**config.mk**
```make
export PLATFORM = sky130hd
export DESIGN_NAME = cart_mapper_top
export DESIGN_NICKNAME = d
export VERILOG_FILES = /design/src/hw/cart_pkg.sv /design/src/hw/bank_mapper.sv /design/src/hw/cart_mapper_top.sv /design/src/hw/header_capture.sv /design/src/hw/mbc_regs.sv /design/src/hw/sdram_request.sv
export SDC_FILE = /design/constraint.sdc
export NUM_CORES = 1
export LEC_CHECK = 0
export ABC_AREA = 1
export BUFFER_PORTS_ARGS = -buffer_cell sky130_fd_sc_hd__buf_2
export CAP_MARGIN = 40
export CORE_MARGIN = 5
export CORE_UTILIZATION = 46
export CTS_CLUSTER_SIZE = 28
export DETAILED_ROUTE_END_ITERATION = 10
export PLACE_DENSITY = 0.84
export RECOVER_POWER = 100
export SKIP_CTS_REPAIR_TIMING = 1
export SYNTH_ARGS = -nofsm -noshare
export SYNTH_HDL_FRONTEND = slang
export SYNTH_SLANG_ARGS = --single-unit
```
**constraint.sdc**
```tcl
create_clock -name clk64 -period 1.7 [get_ports clk64]
set_input_delay 0.085 -clock clk64 [delete_from_list [all_inputs] [get_ports clk64]]
set_output_delay 0.085 -clock clk64 [all_outputs]
set_load 0.01 [all_outputs]
```
**src/hw/cart_pkg.sv**
```systemverilog
// cartridge mapper shared types
package cart_pkg;

	// ------------------------------
	// widths
	// ------------------------------
	localparam int SDRAM_AW     = 24;  // sdram word address
	localparam int DL_AW        = 25;  // download byte address
	localparam int CART_AW      = 16;  // cpu cartridge bus
	localparam int ROM_BANK_W   = 9;   // mbc5 needs the full 9 bits
	localparam int RAM_BANK_W   = 4;   // up to 16 ram banks
	localparam int BANK_FIELD_W = 11;  // msb picks the ram half of sdram

	// ------------------------------
	// cartridge header
	// ------------------------------
	// image sits in 16 bit sdram, so byte address $14x lands on word $a0..$a4
	localparam logic [SDRAM_AW-1:0] HDR_CGB_WORD  = 24'h0000a1;  // $143 in high byte
	localparam logic [SDRAM_AW-1:0] HDR_TYPE_WORD = 24'h0000a3;  // $147 in high byte
	localparam logic [SDRAM_AW-1:0] HDR_SIZE_WORD = 24'h0000a4;  // $148 low, $149 high

	localparam logic [7:0] CGB_FLAG_DUAL = 8'h80;  // runs on both consoles
	localparam logic [7:0] CGB_FLAG_ONLY = 8'hc0;  // color console only

	// mapper family, decoded from the type byte
	typedef enum logic [2:0] {
		MBC_NONE = 3'd0,  // plain 32k rom, also reset value
		MBC_1    = 3'd1,
		MBC_2    = 3'd2,
		MBC_3    = 3'd3,
		MBC_5    = 3'd4
	} mbc_kind_t;

	// register picked by cpu address bits 15:13 on a write
	typedef enum logic [2:0] {
		REG_RAM_EN   = 3'b000,  // $0000-$1fff
		REG_ROM_BANK = 3'b001,  // $2000-$3fff
		REG_RAM_BANK = 3'b010,  // $4000-$5fff
		REG_MODE     = 3'b011   // $6000-$7fff
	} reg_sel_t;

	// ------------------------------
	// buses and state
	// ------------------------------
	typedef struct packed {
		logic              download;  // image transfer in progress
		logic              write;     // one word strobe
		logic [DL_AW-1:0]  addr;      // byte address, always even
		logic [15:0]       data;
	} dl_bus_t;

	typedef struct packed {
		logic [CART_AW-1:0] addr;
		logic               rd;
		logic               wr;
		logic [7:0]         di;  // cpu to cart
	} cart_bus_t;

	typedef struct packed {
		mbc_kind_t  kind;
		logic [7:0] rom_size;  // raw $148
		logic [7:0] ram_size;  // raw $149
		logic       cgb_game;
	} cart_info_t;

	typedef struct packed {
		logic [ROM_BANK_W-1:0] rom_bank;
		logic [RAM_BANK_W-1:0] ram_bank;
		logic                  ram_enable;
		logic                  mbc1_mode;  // 0 = 16/8, 1 = 4/32
	} bank_state_t;

	typedef struct packed {
		logic [SDRAM_AW-1:0] addr;
		logic [15:0]         din;
		logic [1:0]          ds;  // {upper, lower} byte enables
		logic                we;
		logic                oe;
	} sdram_req_t;

endpackage

```
**src/hw/bank_mapper.sv**
```systemverilog
// cpu to sdram bank mapping
`timescale 1ns/100ps

module bank_mapper (
	input  cart_pkg::cart_bus_t                cart,
	input  cart_pkg::cart_info_t               info,
	input  cart_pkg::bank_state_t              banks,
	output logic [cart_pkg::BANK_FIELD_W-1:0]  bank_field,
	output logic                               ram_wr
);

	logic [cart_pkg::ROM_BANK_W-1:0] rom_mask;
	logic [cart_pkg::RAM_BANK_W-1:0] ram_mask;
	logic [9:0]                      rom_span;   // one bit wider for 2^9
	logic [cart_pkg::ROM_BANK_W-1:0] romx_bank;  // switchable rom bank, per kind
	logic [cart_pkg::RAM_BANK_W-1:0] ram_sel;    // ram bank, per kind
	logic                            rom0_hit;
	logic                            romx_hit;
	logic                            ram_hit;
	logic                            mbc2_ram_hit;
	logic                            ram_win;

	// ------------------------------
	// size masks from the header
	// ------------------------------
	assign rom_span = (10'd2 << info.rom_size[3:0]) - 10'd1;  // 2^(n+1)-1

	always_comb begin
		if (info.rom_size >= 8'd1 && info.rom_size <= 8'd8)
			rom_mask = rom_span[8:0];
		else
			rom_mask = 9'h07f;  // 32k and the odd $52-$54 sizes
	end

	always_comb begin
		case (info.ram_size)
			8'd0, 8'd1, 8'd2: ram_mask = 4'b0000;  // none, 2k, 8k: one bank
			8'd3:             ram_mask = 4'b0011;  // 32k, 4 banks
			default:          ram_mask = 4'b1111;  // 128k, 16 banks
		endcase
	end

	// ------------------------------
	// address windows
	// ------------------------------
	assign rom0_hit     = (cart.addr[15:14] == 2'b00);       // $0000-$3fff
	assign romx_hit     = (cart.addr[15:14] == 2'b01);       // $4000-$7fff
	assign ram_hit      = (cart.addr[15:13] == 3'b101);      // $a000-$bfff
	assign mbc2_ram_hit = (cart.addr[15:9] == 7'b1010000);   // 512 x 4 bit on chip

	// per mapper bank selection, masked for mirroring
	always_comb begin
		romx_bank = '0;
		ram_sel   = '0;
		ram_win   = 1'b0;  // no mbc means no cart ram
		case (info.kind)
			cart_pkg::MBC_1: begin
				// mode 0 puts ram_bank on rom lines 6:5, mode 1 on the ram bank
				romx_bank = {2'b00, (banks.mbc1_mode ? 2'b00 : banks.ram_bank[1:0]),
				             banks.rom_bank[4:0]} & rom_mask;
				ram_sel   = {2'b00, (banks.mbc1_mode ? banks.ram_bank[1:0] : 2'b00)} & ram_mask;
				ram_win   = ram_hit;
			end
			cart_pkg::MBC_2: begin
				romx_bank = {5'd0, banks.rom_bank[3:0]} & rom_mask;  // 16 banks max
				ram_win   = mbc2_ram_hit;                             // unbanked
			end
			cart_pkg::MBC_3: begin
				romx_bank = {2'b00, banks.rom_bank[6:0]} & rom_mask;
				ram_sel   = {2'b00, banks.ram_bank[1:0]} & ram_mask;
				ram_win   = ram_hit;
			end
			cart_pkg::MBC_5: begin
				romx_bank = banks.rom_bank & rom_mask;
				ram_sel   = banks.ram_bank & ram_mask;
				ram_win   = ram_hit;
			end
			default: ;
		endcase
	end

	// field layout: {ram half, bank, a13}, see sdram_request for the rest
	always_comb begin
		if (info.kind == cart_pkg::MBC_NONE)
			bank_field = {9'd0, cart.addr[14:13]};         // 32k linear
		else if (rom0_hit)
			bank_field = {10'd0, cart.addr[13]};           // fixed bank 0
		else if (romx_hit)
			bank_field = {1'b0, romx_bank, cart.addr[13]};
		else if (ram_win)
			bank_field = {1'b1, 6'd0, ram_sel};            // upper sdram half
		else
			bank_field = '0;
	end

	assign ram_wr = cart.wr && banks.ram_enable && ram_win;

endmodule

```
**src/hw/cart_mapper_top.sv**
```systemverilog
// cartridge memory controller
`timescale 1ns/100ps

module cart_mapper_top (
	input  logic                  clk64,
	input  logic                  reset,
	input  cart_pkg::dl_bus_t     dl,
	input  cart_pkg::cart_bus_t   cart,
	input  logic [15:0]           sdram_do,
	output cart_pkg::sdram_req_t  sdram,
	output logic [7:0]            cart_do,
	output logic                  cgb_game
);

	cart_pkg::cart_info_t              info;
	cart_pkg::bank_state_t             banks;
	logic [cart_pkg::BANK_FIELD_W-1:0] bank_field;
	logic                              ram_wr;

	// ------------------------------
	// header snoop and bank state
	// ------------------------------
	header_capture u_header (
		.clk64 (clk64),
		.reset (reset),
		.dl    (dl),
		.info  (info)
	);

	mbc_regs u_regs (
		.clk64     (clk64),
		.reset     (reset),
		.cart      (cart),
		.dl_active (dl.download),
		.info      (info),
		.banks     (banks)
	);

	// ------------------------------
	// mapping and sdram side
	// ------------------------------
	bank_mapper u_mapper (
		.cart       (cart),
		.info       (info),
		.banks      (banks),
		.bank_field (bank_field),
		.ram_wr     (ram_wr)
	);

	sdram_request u_req (
		.dl         (dl),
		.cart       (cart),
		.bank_field (bank_field),
		.ram_wr     (ram_wr),
		.sdram_do   (sdram_do),
		.sdram      (sdram),
		.cart_do    (cart_do)
	);

	assign cgb_game = info.cgb_game;  // to the cpu core

endmodule

```
**src/hw/header_capture.sv**
```systemverilog
// cartridge header capture
`timescale 1ns/100ps

module header_capture (
	input  logic                  clk64,
	input  logic                  reset,
	input  cart_pkg::dl_bus_t     dl,
	output cart_pkg::cart_info_t  info
);

	logic [cart_pkg::SDRAM_AW-1:0] word_addr;  // download is byte addressed
	logic                          hdr_wr;
	logic [7:0]                    hi_byte;

	// type byte to mapper family, unknown types fall back to no mbc
	function automatic cart_pkg::mbc_kind_t decode_kind(input logic [7:0] t);
		cart_pkg::mbc_kind_t k;
		case (t) inside
			[8'd1:8'd3]:   k = cart_pkg::MBC_1;  // mbc1, +ram, +bat
			[8'd5:8'd6]:   k = cart_pkg::MBC_2;
			[8'd15:8'd19]: k = cart_pkg::MBC_3;  // with and without timer
			[8'd25:8'd30]: k = cart_pkg::MBC_5;  // incl. rumble variants
			default:       k = cart_pkg::MBC_NONE;
		endcase
		return k;
	endfunction

	assign word_addr = dl.addr[cart_pkg::DL_AW-1:1];
	assign hdr_wr    = dl.download && dl.write;
	assign hi_byte   = dl.data[15:8];  // odd header bytes arrive in the high half

	// ------------------------------
	// header latches
	// ------------------------------
	always_ff @(posedge clk64) begin
		if (reset) begin
			info <= '0;  // kind 0 is MBC_NONE
		end else if (hdr_wr) begin
			case (word_addr)
				cart_pkg::HDR_CGB_WORD: begin
					// only $80 and $c0 mark a color game
					info.cgb_game <= (hi_byte == cart_pkg::CGB_FLAG_DUAL) ||
					                 (hi_byte == cart_pkg::CGB_FLAG_ONLY);
				end
				cart_pkg::HDR_TYPE_WORD: begin
					info.kind <= decode_kind(hi_byte);  // decoded once, here
				end
				cart_pkg::HDR_SIZE_WORD: begin
					info.rom_size <= dl.data[7:0];   // $148
					info.ram_size <= dl.data[15:8];  // $149
				end
				default: ;  // rest of the image just passes to sdram
			endcase
		end
	end

	// header words are matched on bits 24:1, so every download write
	// must land on an even byte address
	a_word_aligned: assert property (
		@(posedge clk64) disable iff (reset)
		hdr_wr |-> !dl.addr[0]
	) else $error("download write to an odd byte address");

endmodule

```
**src/hw/mbc_regs.sv**
```systemverilog
// mbc bank registers
`timescale 1ns/100ps

module mbc_regs (
	input  logic                   clk64,
	input  logic                   reset,
	input  cart_pkg::cart_bus_t    cart,
	input  logic                   dl_active,
	input  cart_pkg::cart_info_t   info,
	output cart_pkg::bank_state_t  banks
);

	cart_pkg::reg_sel_t sel;
	logic               is_mbc5;
	logic               rtc_sel;      // mbc3 clock register select
	logic               mbc5_hi_wr;   // $3000-$3fff on mbc5
	logic               rom_zero;

	assign sel      = cart_pkg::reg_sel_t'(cart.addr[15:13]);
	assign is_mbc5  = (info.kind == cart_pkg::MBC_5);
	assign rtc_sel  = (info.kind == cart_pkg::MBC_3) && cart.di[3];
	assign mbc5_hi_wr = (cart.addr[13:12] == 2'b11);
	assign rom_zero = (cart.di[6:0] == 7'd0);  // bank 0 not selectable on mbc1-3

	// ------------------------------
	// cpu register writes
	// ------------------------------
	// a new image always starts from the power on bank state, so the
	// registers also clear while a download is running
	always_ff @(posedge clk64) begin
		if (reset || dl_active) begin
			banks.rom_bank   <= 9'd1;
			banks.ram_bank   <= 4'd0;
			banks.ram_enable <= 1'b0;
			banks.mbc1_mode  <= 1'b0;
		end else if (cart.wr) begin
			case (sel)
				cart_pkg::REG_RAM_EN: begin
					banks.ram_enable <= (cart.di[3:0] == 4'ha);  // magic $a unlocks ram
				end
				cart_pkg::REG_ROM_BANK: begin
					if (is_mbc5) begin
						if (mbc5_hi_wr)
							banks.rom_bank[8] <= cart.di[0];       // bank bit 8
						else
							banks.rom_bank[7:0] <= cart.di;        // low 8 bits, 0 allowed
					end else if (rom_zero) begin
						banks.rom_bank <= 9'd1;                    // 0 reads as 1
					end else begin
						banks.rom_bank <= {2'b00, cart.di[6:0]};   // mapper masks later
					end
				end
				cart_pkg::REG_RAM_BANK: begin
					if (is_mbc5)
						banks.ram_bank <= cart.di[3:0];
					else if (!rtc_sel)
						banks.ram_bank <= {2'b00, cart.di[1:0]};  // mbc1 upper bits too
					// rtc select on mbc3 keeps the current ram bank
				end
				cart_pkg::REG_MODE: begin
					banks.mbc1_mode <= cart.di[0];
				end
				default: ;  // $8000 and up is not a register
			endcase
		end
	end

	// the zero to one remap must hold on every mapper but mbc5, also
	// across a mapper change from a new header
	a_rom_bank_nonzero: assert property (
		@(posedge clk64) disable iff (reset)
		(info.kind != cart_pkg::MBC_5) |-> (banks.rom_bank != '0)
	) else $error("rom bank 0 selected on a non mbc5 cart");

endmodule

```
**src/hw/sdram_request.sv**
```systemverilog
// sdram request mux
`timescale 1ns/100ps

module sdram_request (
	input  cart_pkg::dl_bus_t                  dl,
	input  cart_pkg::cart_bus_t                cart,
	input  logic [cart_pkg::BANK_FIELD_W-1:0]  bank_field,
	input  logic                               ram_wr,
	input  logic [15:0]                        sdram_do,
	output cart_pkg::sdram_req_t               sdram,
	output logic [7:0]                         cart_do
);

	logic a0;  // byte select within the sdram word

	assign a0 = cart.addr[0];

	// ------------------------------
	// request select
	// ------------------------------
	always_comb begin
		if (dl.download) begin
			// download owns the sdram, word addressed
			sdram.addr = dl.addr[cart_pkg::DL_AW-1:1];
			sdram.din  = {dl.data[7:0], dl.data[15:8]};  // image is little end first
			sdram.ds   = 2'b11;                          // full word
			sdram.we   = dl.write;
			sdram.oe   = 1'b0;
		end else begin
			// cpu side, bank field selects the 8k page
			sdram.addr = {1'b0, bank_field, cart.addr[12:1]};
			sdram.din  = {cart.di, cart.di};  // lanes pick the half
			sdram.ds   = {~a0, a0};           // even byte in the upper lane
			sdram.we   = ram_wr;              // only enabled cart ram
			sdram.oe   = cart.rd;
		end
	end

	// read byte back out of the word
	assign cart_do = a0 ? sdram_do[7:0] : sdram_do[15:8];

endmodule
```
Yosys cells after proc, flatten, opt, wreduce, memory -nomap -nowiden
Index checks and enable logic that the tools add are counted.
{"block": "totals", "latchBits": 0, "word_cells": 101, "ramBits": 0, "memories": 0, "regBits": 35, "romBits": 0, "input_bits": 87}
{"block": "op_classes", "mul": 0, "shifts": 1, "reduce_logical": 26, "bitwise_logic": 8, "muxes": 23, "div": 0, "magnitude_cmp": 10, "eq_ne": 23, "addsub": 1}
{"op": "24-bit by 8-bit equality test with 1-bit output (second input constant)", "n": 3}
{"op": "11-bit 2-to-1 mux", "n": 4}
{"op": "44-bit 2-to-1 mux", "n": 1}
{"op": "9-bit one-hot mux with 4 select lines", "n": 1}
{"op": "7-bit by 9-bit AND with 9-bit output", "n": 2}
{"op": "9-bit 2-to-1 mux", "n": 2}
{"op": "8-bit by 2-bit equality test with 1-bit output (second input constant)", "n": 2}
{"op": "8-bit equality test (second input constant)", "n": 2}
{"op": "8-bit by 1-bit >= comparator with 1-bit output (second input constant)", "n": 2}
{"op": "8-bit by 5-bit less-or-equal comparator with 1-bit output (second input constant)", "n": 2}
{"op": "8-bit 2-to-1 mux", "n": 2}
{"op": "3-bit by 2-bit equality test with 1-bit output (second input constant)", "n": 4}
{"op": "3-bit 2-to-1 mux", "n": 4}
{"op": "4-bit one-hot mux with 3 select lines", "n": 1}
{"op": "2-bit AND reduction", "n": 5}
{"op": "4-bit by 9-bit AND with 9-bit output", "n": 1}
{"op": "9-bit AND", "n": 1}
{"op": "1-bit logical AND", "n": 9}
{"op": "3-bit AND reduction", "n": 3}
{"op": "2-bit by 4-bit << shifter with 9-bit output (first input constant)", "n": 1}
{"op": "9-bit by 1-bit subtractor with 9-bit output (second input constant)", "n": 1}
{"op": "2-bit by 4-bit AND with 4-bit output", "n": 2}
{"op": "8-bit by 1-bit equality test with 1-bit output (second input constant)", "n": 1}
{"op": "8-bit by 3-bit >= comparator with 1-bit output (second input constant)", "n": 1}
{"op": "27 further kinds", "n": 35}

Logic depth before layout (Yosys ltp)
Gate-level depths: netlist (run 1).
{"block": "logic_depth", "word_depth": 10, "mapped_depth": 10, "depth_no_buf": 10}

Hierarchy
From an unflattened synthesis (run 1), not the netlist that was laid out.
{"block": "hier_totals", "hier_cells": 562, "area_unflattened_um2": 3106.7}
{"mod": "header_capture", "seq_area_each_um2": 400.4, "instances": 1, "cells_each": 191, "area_per_inst_um2": 1152.4}
{"mod": "mbc_regs", "seq_area_each_um2": 300.3, "instances": 1, "cells_each": 109, "area_per_inst_um2": 762.0}
{"mod": "sdram_request", "seq_area_each_um2": 0.0, "instances": 1, "cells_each": 153, "area_per_inst_um2": 674.4}
{"mod": "bank_mapper", "seq_area_each_um2": 0.0, "instances": 1, "cells_each": 109, "area_per_inst_um2": 518.0}

Worst setup path before layout (run 1)
OpenSTA, ideal clock, no wires.
{"block": "synth_path", "path_type": "reg-to-output", "from": "register u_header.info[11] (netlist name)", "to": "output sdram[36] (netlist bit)", "path_slack_ps": 366, "arrival_time_ps": 1249, "required_ps": 1615, "path_stages_with_launch": 7, "cell_sequence": "dfxtp_1 > nor2_1 > nand2_1 > ha_1 > xnor2_1 > o211ai_1 > o21ai_0"}
{"item": "end: declaration", "line_no": "cart_mapper_top.sv:10", "rtl": "output cart_pkg::sdram_req_t sdram,"}

==> results of run 1 <==
==> cell usage after synthesis (2+ instances only) <==
library cell	instances
inv_1	63
nand3_1	27
nand4_1	17
o21ai_2	3
dfxtp_1	35
clkbuf_1	8
o22ai_1	2
buf_2	3
nor3_1	8
nand2_1	173
o211ai_1	2
a21oi_1	17
nor2_1	69
clkinv_1	3
nand3_2	2
nand2_4	2
nand2_2	2
a21oi_2	2
o21ai_0	32
nor2_2	6
==> power by group <==
part / internal [W] / switching (W)
Clock: 0.000369 / 0.000313
Combinational: 0.000169 / 0.000290
Sequential: 0.000816 / 0.00000194
Total: 0.00135 / 0.000605
==> layout make-up <==
| cell class | count | area (sq um) | share of cell area (%) |
|---|---|---|---|
| tap | 75 | 93.8 | 2.50 |
| multi-input combinational | 374 | 1810 | 48.3 |
| sequential | 35 | 718 | 19.1 |
| clock buffer | 7 | 96.3 | 2.57 |
| timing repair buffer | 152 | 752 | 20.0 |
| inverter | 69 | 272 | 7.24 |
| clock inverter | 1 | 7.51 | 0.200 |
==> flip-flops by register name, summed over array words and instances, names as in the netlist <==
name,count
u_header.info,20
u_regs.banks,15
==> metal layers <==
metal / share of wire (%) / wire length [um] / track usage, %
met3: 7.6 / 765 / 3.78
met2: 49 / 4930 / 43.2
met5: 0 / 0 / 0
met1: 40 / 4030 / 32.1
met4: 3.8 / 385 / 11.2
==> critical path: cells and delay by family, from the launching register on <==
kind	cells	cell delay (ns)
buf+inv	3	0.24
flops	1	0.39
simple gates	8	0.74
==> final timing paths <==
kind,cells after the start,from,to
min,2,reset,u_header.info[18]
max,11,u_header.info[17],sdram[35]
max reg2reg,10,u_header.info[18],u_regs.banks[6]
min reg2reg,2,u_header.info[0],u_header.info[0]
==> cells by family after synthesis <==
kind of cell             Yosys count  synth area share (%)
AO/OA/AOI/OAI                     60                  12.2
XOR/XNOR                           1                 0.320
adder cells (fa/ha/maj)            1                 0.457
buffers and inverters             82                  12.4
flip-flops                        35                  25.6
AND/OR/NAND/NOR                  312                  49.1
==> through the flow <==
step                      setup TNS, ns  utilization, %  instance area [sq um]
final                            -0.114            64.1                   3750
after global routing              -1.13            64.1                   3750
after CTS                        -0.816            61.4                   3590
after detailed placement              0            59.6                   3490
after global placement                0            59.6                   3490
after floorplan                       0               -                   2740
==> summary.txt, run 1 <==
STA
  – Fin. Hold Viols: 0
  – Hold WS: 0.0137 ns
  – Tightest Pin Transition: between 0.7 and 0.8 ns
  – Final min period: 1.75 ns
  – Slew headroom: 49.2%
  – RSZ-0062 raised after global routing: true
  – Max Slew Vio Count: 0
  – # setup viols final: 6
  – Worst setup slack after layout: -0.0522 ns
  – Max Clock Freq: 0.571 GHz
  – Final period util: 103%
  – Final Skew: 0.00829 ns

Route
  – Vias/cell: 5.25
  – TritonRoute pass-1 iters: 5
  – DRC Markers: 0
  – Drt initial violations: 310
  – DR WL/cell: 14.2 um
  – Antenna-violating nets left: 0
  – Drt total wl: 10100 um
  – Via count: 3741

Synthesis
  – Mapped Cells: 491
  – Sequential cell area fraction in the yosys report: 25.6%
  – Post-synthesis average cell area: 5.58 sq um
  – Synth Register Bits: 35
  – Primary FF master, synth: dfxtp_1
  – Asr flop ratio synth: 0%
  – Number of synthesized flops with an enable pin: 0
  – Mapped cell area: 0.00274 sq mm
  – Synth area leader: dfxtp_1
  – Library cells used by synthesis: 35
  – Synth top area share: 25.6%
  – Yosys synthesis warning count: 0
  – Top cells by area, synth: dfxtp_1 (26%), nand2_1 (24%), nor2_1 (9.5%), inv_1 (8.6%), o21ai_0 (5.8%)
  – Syn Nets: 579

Min path
  – Worst Hold Class: in2reg

Global routing
  – Largest net degree at the start of global routing: 33
  – GRT overflow: 0
  – Antenna violations before repair: 0
  – Global Route Usage Sum: 25.6%
  – First-pass GRT wire length: approximately 15000 um
  – Vias in the first global route: 3425

Clock tree
  – Clock Tree Root: clkbuf_8
  – CTS buffer count: 5
  – Clock buffer depth: 2
  – TritonCTS clock tree: built
  – Total clock sinks: 35
  – Worst skew pair latency: about 0.29 ns
  – Clock transition at path regs: 0.08 ns
  – H-tree depth: 2

Flow run
  – MaxCap Viol Count: 0

Run status
  – Violated checks: negative setup slack
  – Status: finished, violations left

Placement
  – Hpwl dp: 7690 um
  – Port-buffer cells: 138
  – Placer Congestion: 0.918
  – Placed cells: 696
  – Placement Setup Slack: 0.188 ns

Die
  – I/O pin count: between 100 and 150
  – Num rows: 28
  – Die W: 87.2 um
  – Initial core utilization: 46.8%
  – Die Span Y: 87.2 um
  – Area of the core: a little under 0.006 sq mm
  – Die area: 0.00760 sq mm

Critical path
  – Critical Path Max Stage Delay: 0.39 ns
  – Startpoint type of the worst setup path: flip-flop
  – R2R Setup Slk: 0.15 ns
  – Critical path class: reg2out
  – WP data arrival: 1.67 ns
  – Crit path max fanout: 4
  – Critical path endpoint category: output port
  – Most Frequent Cell on Critical Path: nand2_2
  – CP Data Required Time: between 1.5 and 2 ns
  – Slowest cell on the critical path: dfxtp_4
  – Critical Path, Cell by Cell: inv_4 -> nor2_4 -> inv_2 -> nand2_2 -> nand2_2 -> nand2_4 -> nand2_2 -> nor2_4 -> nand3_2 -> nand3_1 -> buf_2

Pwr
  – LEAKAGE: between 1.5 and 2 nW
  – Power per cell area: 522 mW/mm^2
  – Peak VDD IR: 0.360 mV
  – Tot Pwr: 0.00196 W

Finish
  – # diodes: 0
  – Fin cells: 713
  – Commonest non-fill, non-tap cell in the layout: nand2_1
  – Fillers: 550
  – Share of cells above drive strength 1: 27.9%
  – Nets: 725
  – Most frequent cells in the layout: nand2_1 (165), buf_2 (101), nor2_1 (66)
  – Synth-to-layout area growth: 37.0%
Note: power is estimated with default switching activity, not from simulation.
==> run 2: changes to the inputs <==
==> constraint.sdc (replaced) <==
create_clock -name clk64 -period 1.68 [get_ports clk64]
set_input_delay 0.084 -clock clk64 [delete_from_list [all_inputs] [get_ports clk64]]
set_output_delay 0.084 -clock clk64 [all_outputs]
set_load 0.01 [all_outputs]
==> summary.txt, run 2 (synthesized netlist as in run 1, its figures left out) <==
Global routing
  – GRT overflow: 0
  – Global Route Usage Sum: 25.2%
  – Largest net degree at the start of global routing: 33
  – Vias in the first global route: 3445
  – First-pass GRT wire length: 15200 um
  – Antenna violations before repair: 0

Die
  – Area of the core: about 0.0059 sq mm
  – I/O pin count: 140
  – Initial core utilization: between 40 and 50%
  – Num rows: 28
  – Die Span Y: 87.2 um
  – Die area: 0.00760 sq mm
  – Die W: 87.2 um

Clock tree
  – Clock Tree Root: clkbuf_8
  – Clock transition at path regs: 0.08 ns
  – H-tree depth: 2
  – Total clock sinks: 35
  – Worst skew pair latency: 0.30 ns
  – TritonCTS clock tree: built
  – CTS buffer count: 5
  – Clock buffer depth: 2

Critical path
  – R2r startpoint: u_header.info[17]
  – Critical path class: reg2out
  – Critical path endpoint category: output port
  – R2r worst-path depth: 10
  – WP data arrival: approximately 1.7 ns
  – R2R Setup Slk: 0.08 ns
  – CP Data Required Time: 1.60 ns
  – Crit path max fanout: 4
  – Startpoint type of the worst setup path: flip-flop
  – Reg-to-Reg End: u_regs.banks[6]

STA
  – Max Clock Freq: 0.571 GHz
  – Hold WS: -0.00208 ns
  – Tightest Pin Transition: 0.761 ns
  – Fin. Hold Viols: 1
  – RSZ-0062 raised after global routing: true
  – Final period util: 104%
  – Max Slew Vio Count: 0
  – Final min period: 1.75 ns
  – Final Skew: 0.00610 ns
  – # setup viols final: 7
  – Worst setup slack after layout: -0.0710 ns
  – Slew headroom: 49.1%

Placement
  – Hpwl dp: a little under 8000 um
  – Placer Congestion: 0.915
  – Dpl cell area: 0.00349 sq mm
  – Placed cells: 696
  – Port-buffer cells: ~140

Finish
  – Fin cells: 709
  – Nets: ~720
  – Largest registers: u_header.info x20, u_regs.banks x15
  – Commonest non-fill, non-tap cell in the layout: nand2_1
  – Synth-to-layout area growth: 35.5%
  – Finished Cell Area: 0.00371 sq mm
  – Largest register FFs: 20
  – # diodes: 0
  – Share of cells above drive strength 1: 27.1%
  – Largest Register: u_header.info
  – Most frequent cells in the layout: nand2_1 (167), buf_2 (99), nor2_1 (65)
  – Util after Layout: 63.4%

Pwr
  – Power per cell area: 531 mW/mm^2
  – Peak VDD IR: 0.345 mV
  – Switching Power: 0.000638 W
  – Flop pwr share: 42.1%
  – Internal power: 0.00133 W
  – Tot Pwr: 0.00197 W
  – Switching Fraction: between 30% and 40%
  – Clock power frac: 34.4%
  – LEAKAGE: 1.98 nW
  – Combinational Power Share: 23.6%

Route
  – Drt initial violations: 249
  – DRC Markers: 0
  – DR WL/cell: 13.8 um
  – Via count: 3669
  – Antenna-violating nets left: 0
  – TritonRoute pass-1 iters: 6
  – Vias/cell: 5.17
  – Drt total wl: 9810 um

Min path
  – Worst hold path endpoint: u_header.info[19]
  – Hold wc startpoint: reset
  – Worst Hold Class: in2reg
  – Worst hold path depth: 2

Run status
  – Violated checks: negative hold slack, negative setup slack
  – Status: finished, violations left

Flow run
  – MaxCap Viol Count: 0
## run 2: cell types whose count changed in the layout (fill, tap and decap cells not counted), sizes merged
cell,change
buf,-6
clkbuf,+1
clkinv,+1
## run 2: metal layers
metal / GRT usage, % / vias to the layer above / wire length [um]
li1: - / 1833 / -
met2: 41.4 / 161 / 4790
met3: 6.81 / 37 / 886
met4: 10.9 / 0 / 335
met5: 0 / - / 0
met1: 30.8 / 1638 / 3800
## run 2: cell type report
type / instances / area [sq um]
clock buffers: 6 / 82.6
clock inverters: 2 / 16.3
fillers: 587 / 2140
inverters: 69 / 272
multi-input cells: 374 / 1810
flip-flops and latches: 35 / 717
well taps: 75 / 93.8
repair buffers: 148 / 717
## run 2: stage by stage
stage	TNS [ns]	hold slack, ns	setup WS [ns]
detailed placement	0	0.334	0.161
finish	-0.361	-0.00208	-0.0710
global route	-1.25	0.0129	-0.145
global placement	0	0.326	0.252
CTS	-0.972	0.0191	-0.172
floorplan	0	0.153	0.347
## run 2: worst max-delay path: stages, from the launching register on
cell,delay [ns]
dfxtp_2,0.40
inv_4,0.06
nor2_4,0.14
inv_2,0.08
nand2_4,0.08
nand2_4,0.06
nand2_4,0.08
nand2_4,0.06
nor2_4,0.13
nand3_2,0.07
nand3_1,0.06
buf_2,0.13
## run 2: power by group through the flow
stage,registers [W],logic (W),clock network (W)
2_1_floorplan,0.000853,0.000222,0
3_3_place_gp,0.000853,0.000471,0
3_5_place_dp,0.000853,0.000478,0
4_1_cts,0.000834,0.000480,0.000677
5_1_grt,0.000829,0.000517,0.000717
6_report,0.000829,0.000464,0.000677
## run 2: worst max path at each step
stage	startpoint	to	slack (ns)	depth (start not counted)
2_1_floorplan	u_header.info[11]	sdram[36]	0.35	6
3_3_place_gp	u_header.info[9]	sdram[36]	0.25	8
3_5_place_dp	u_header.info[9]	sdram[36]	0.16	8
4_1_cts	u_header.info[9]	sdram[36]	-0.17	8
5_1_grt	u_header.info[17]	sdram[33]	-0.14	11
6_report	u_header.info[17]	sdram[35]	-0.07	11
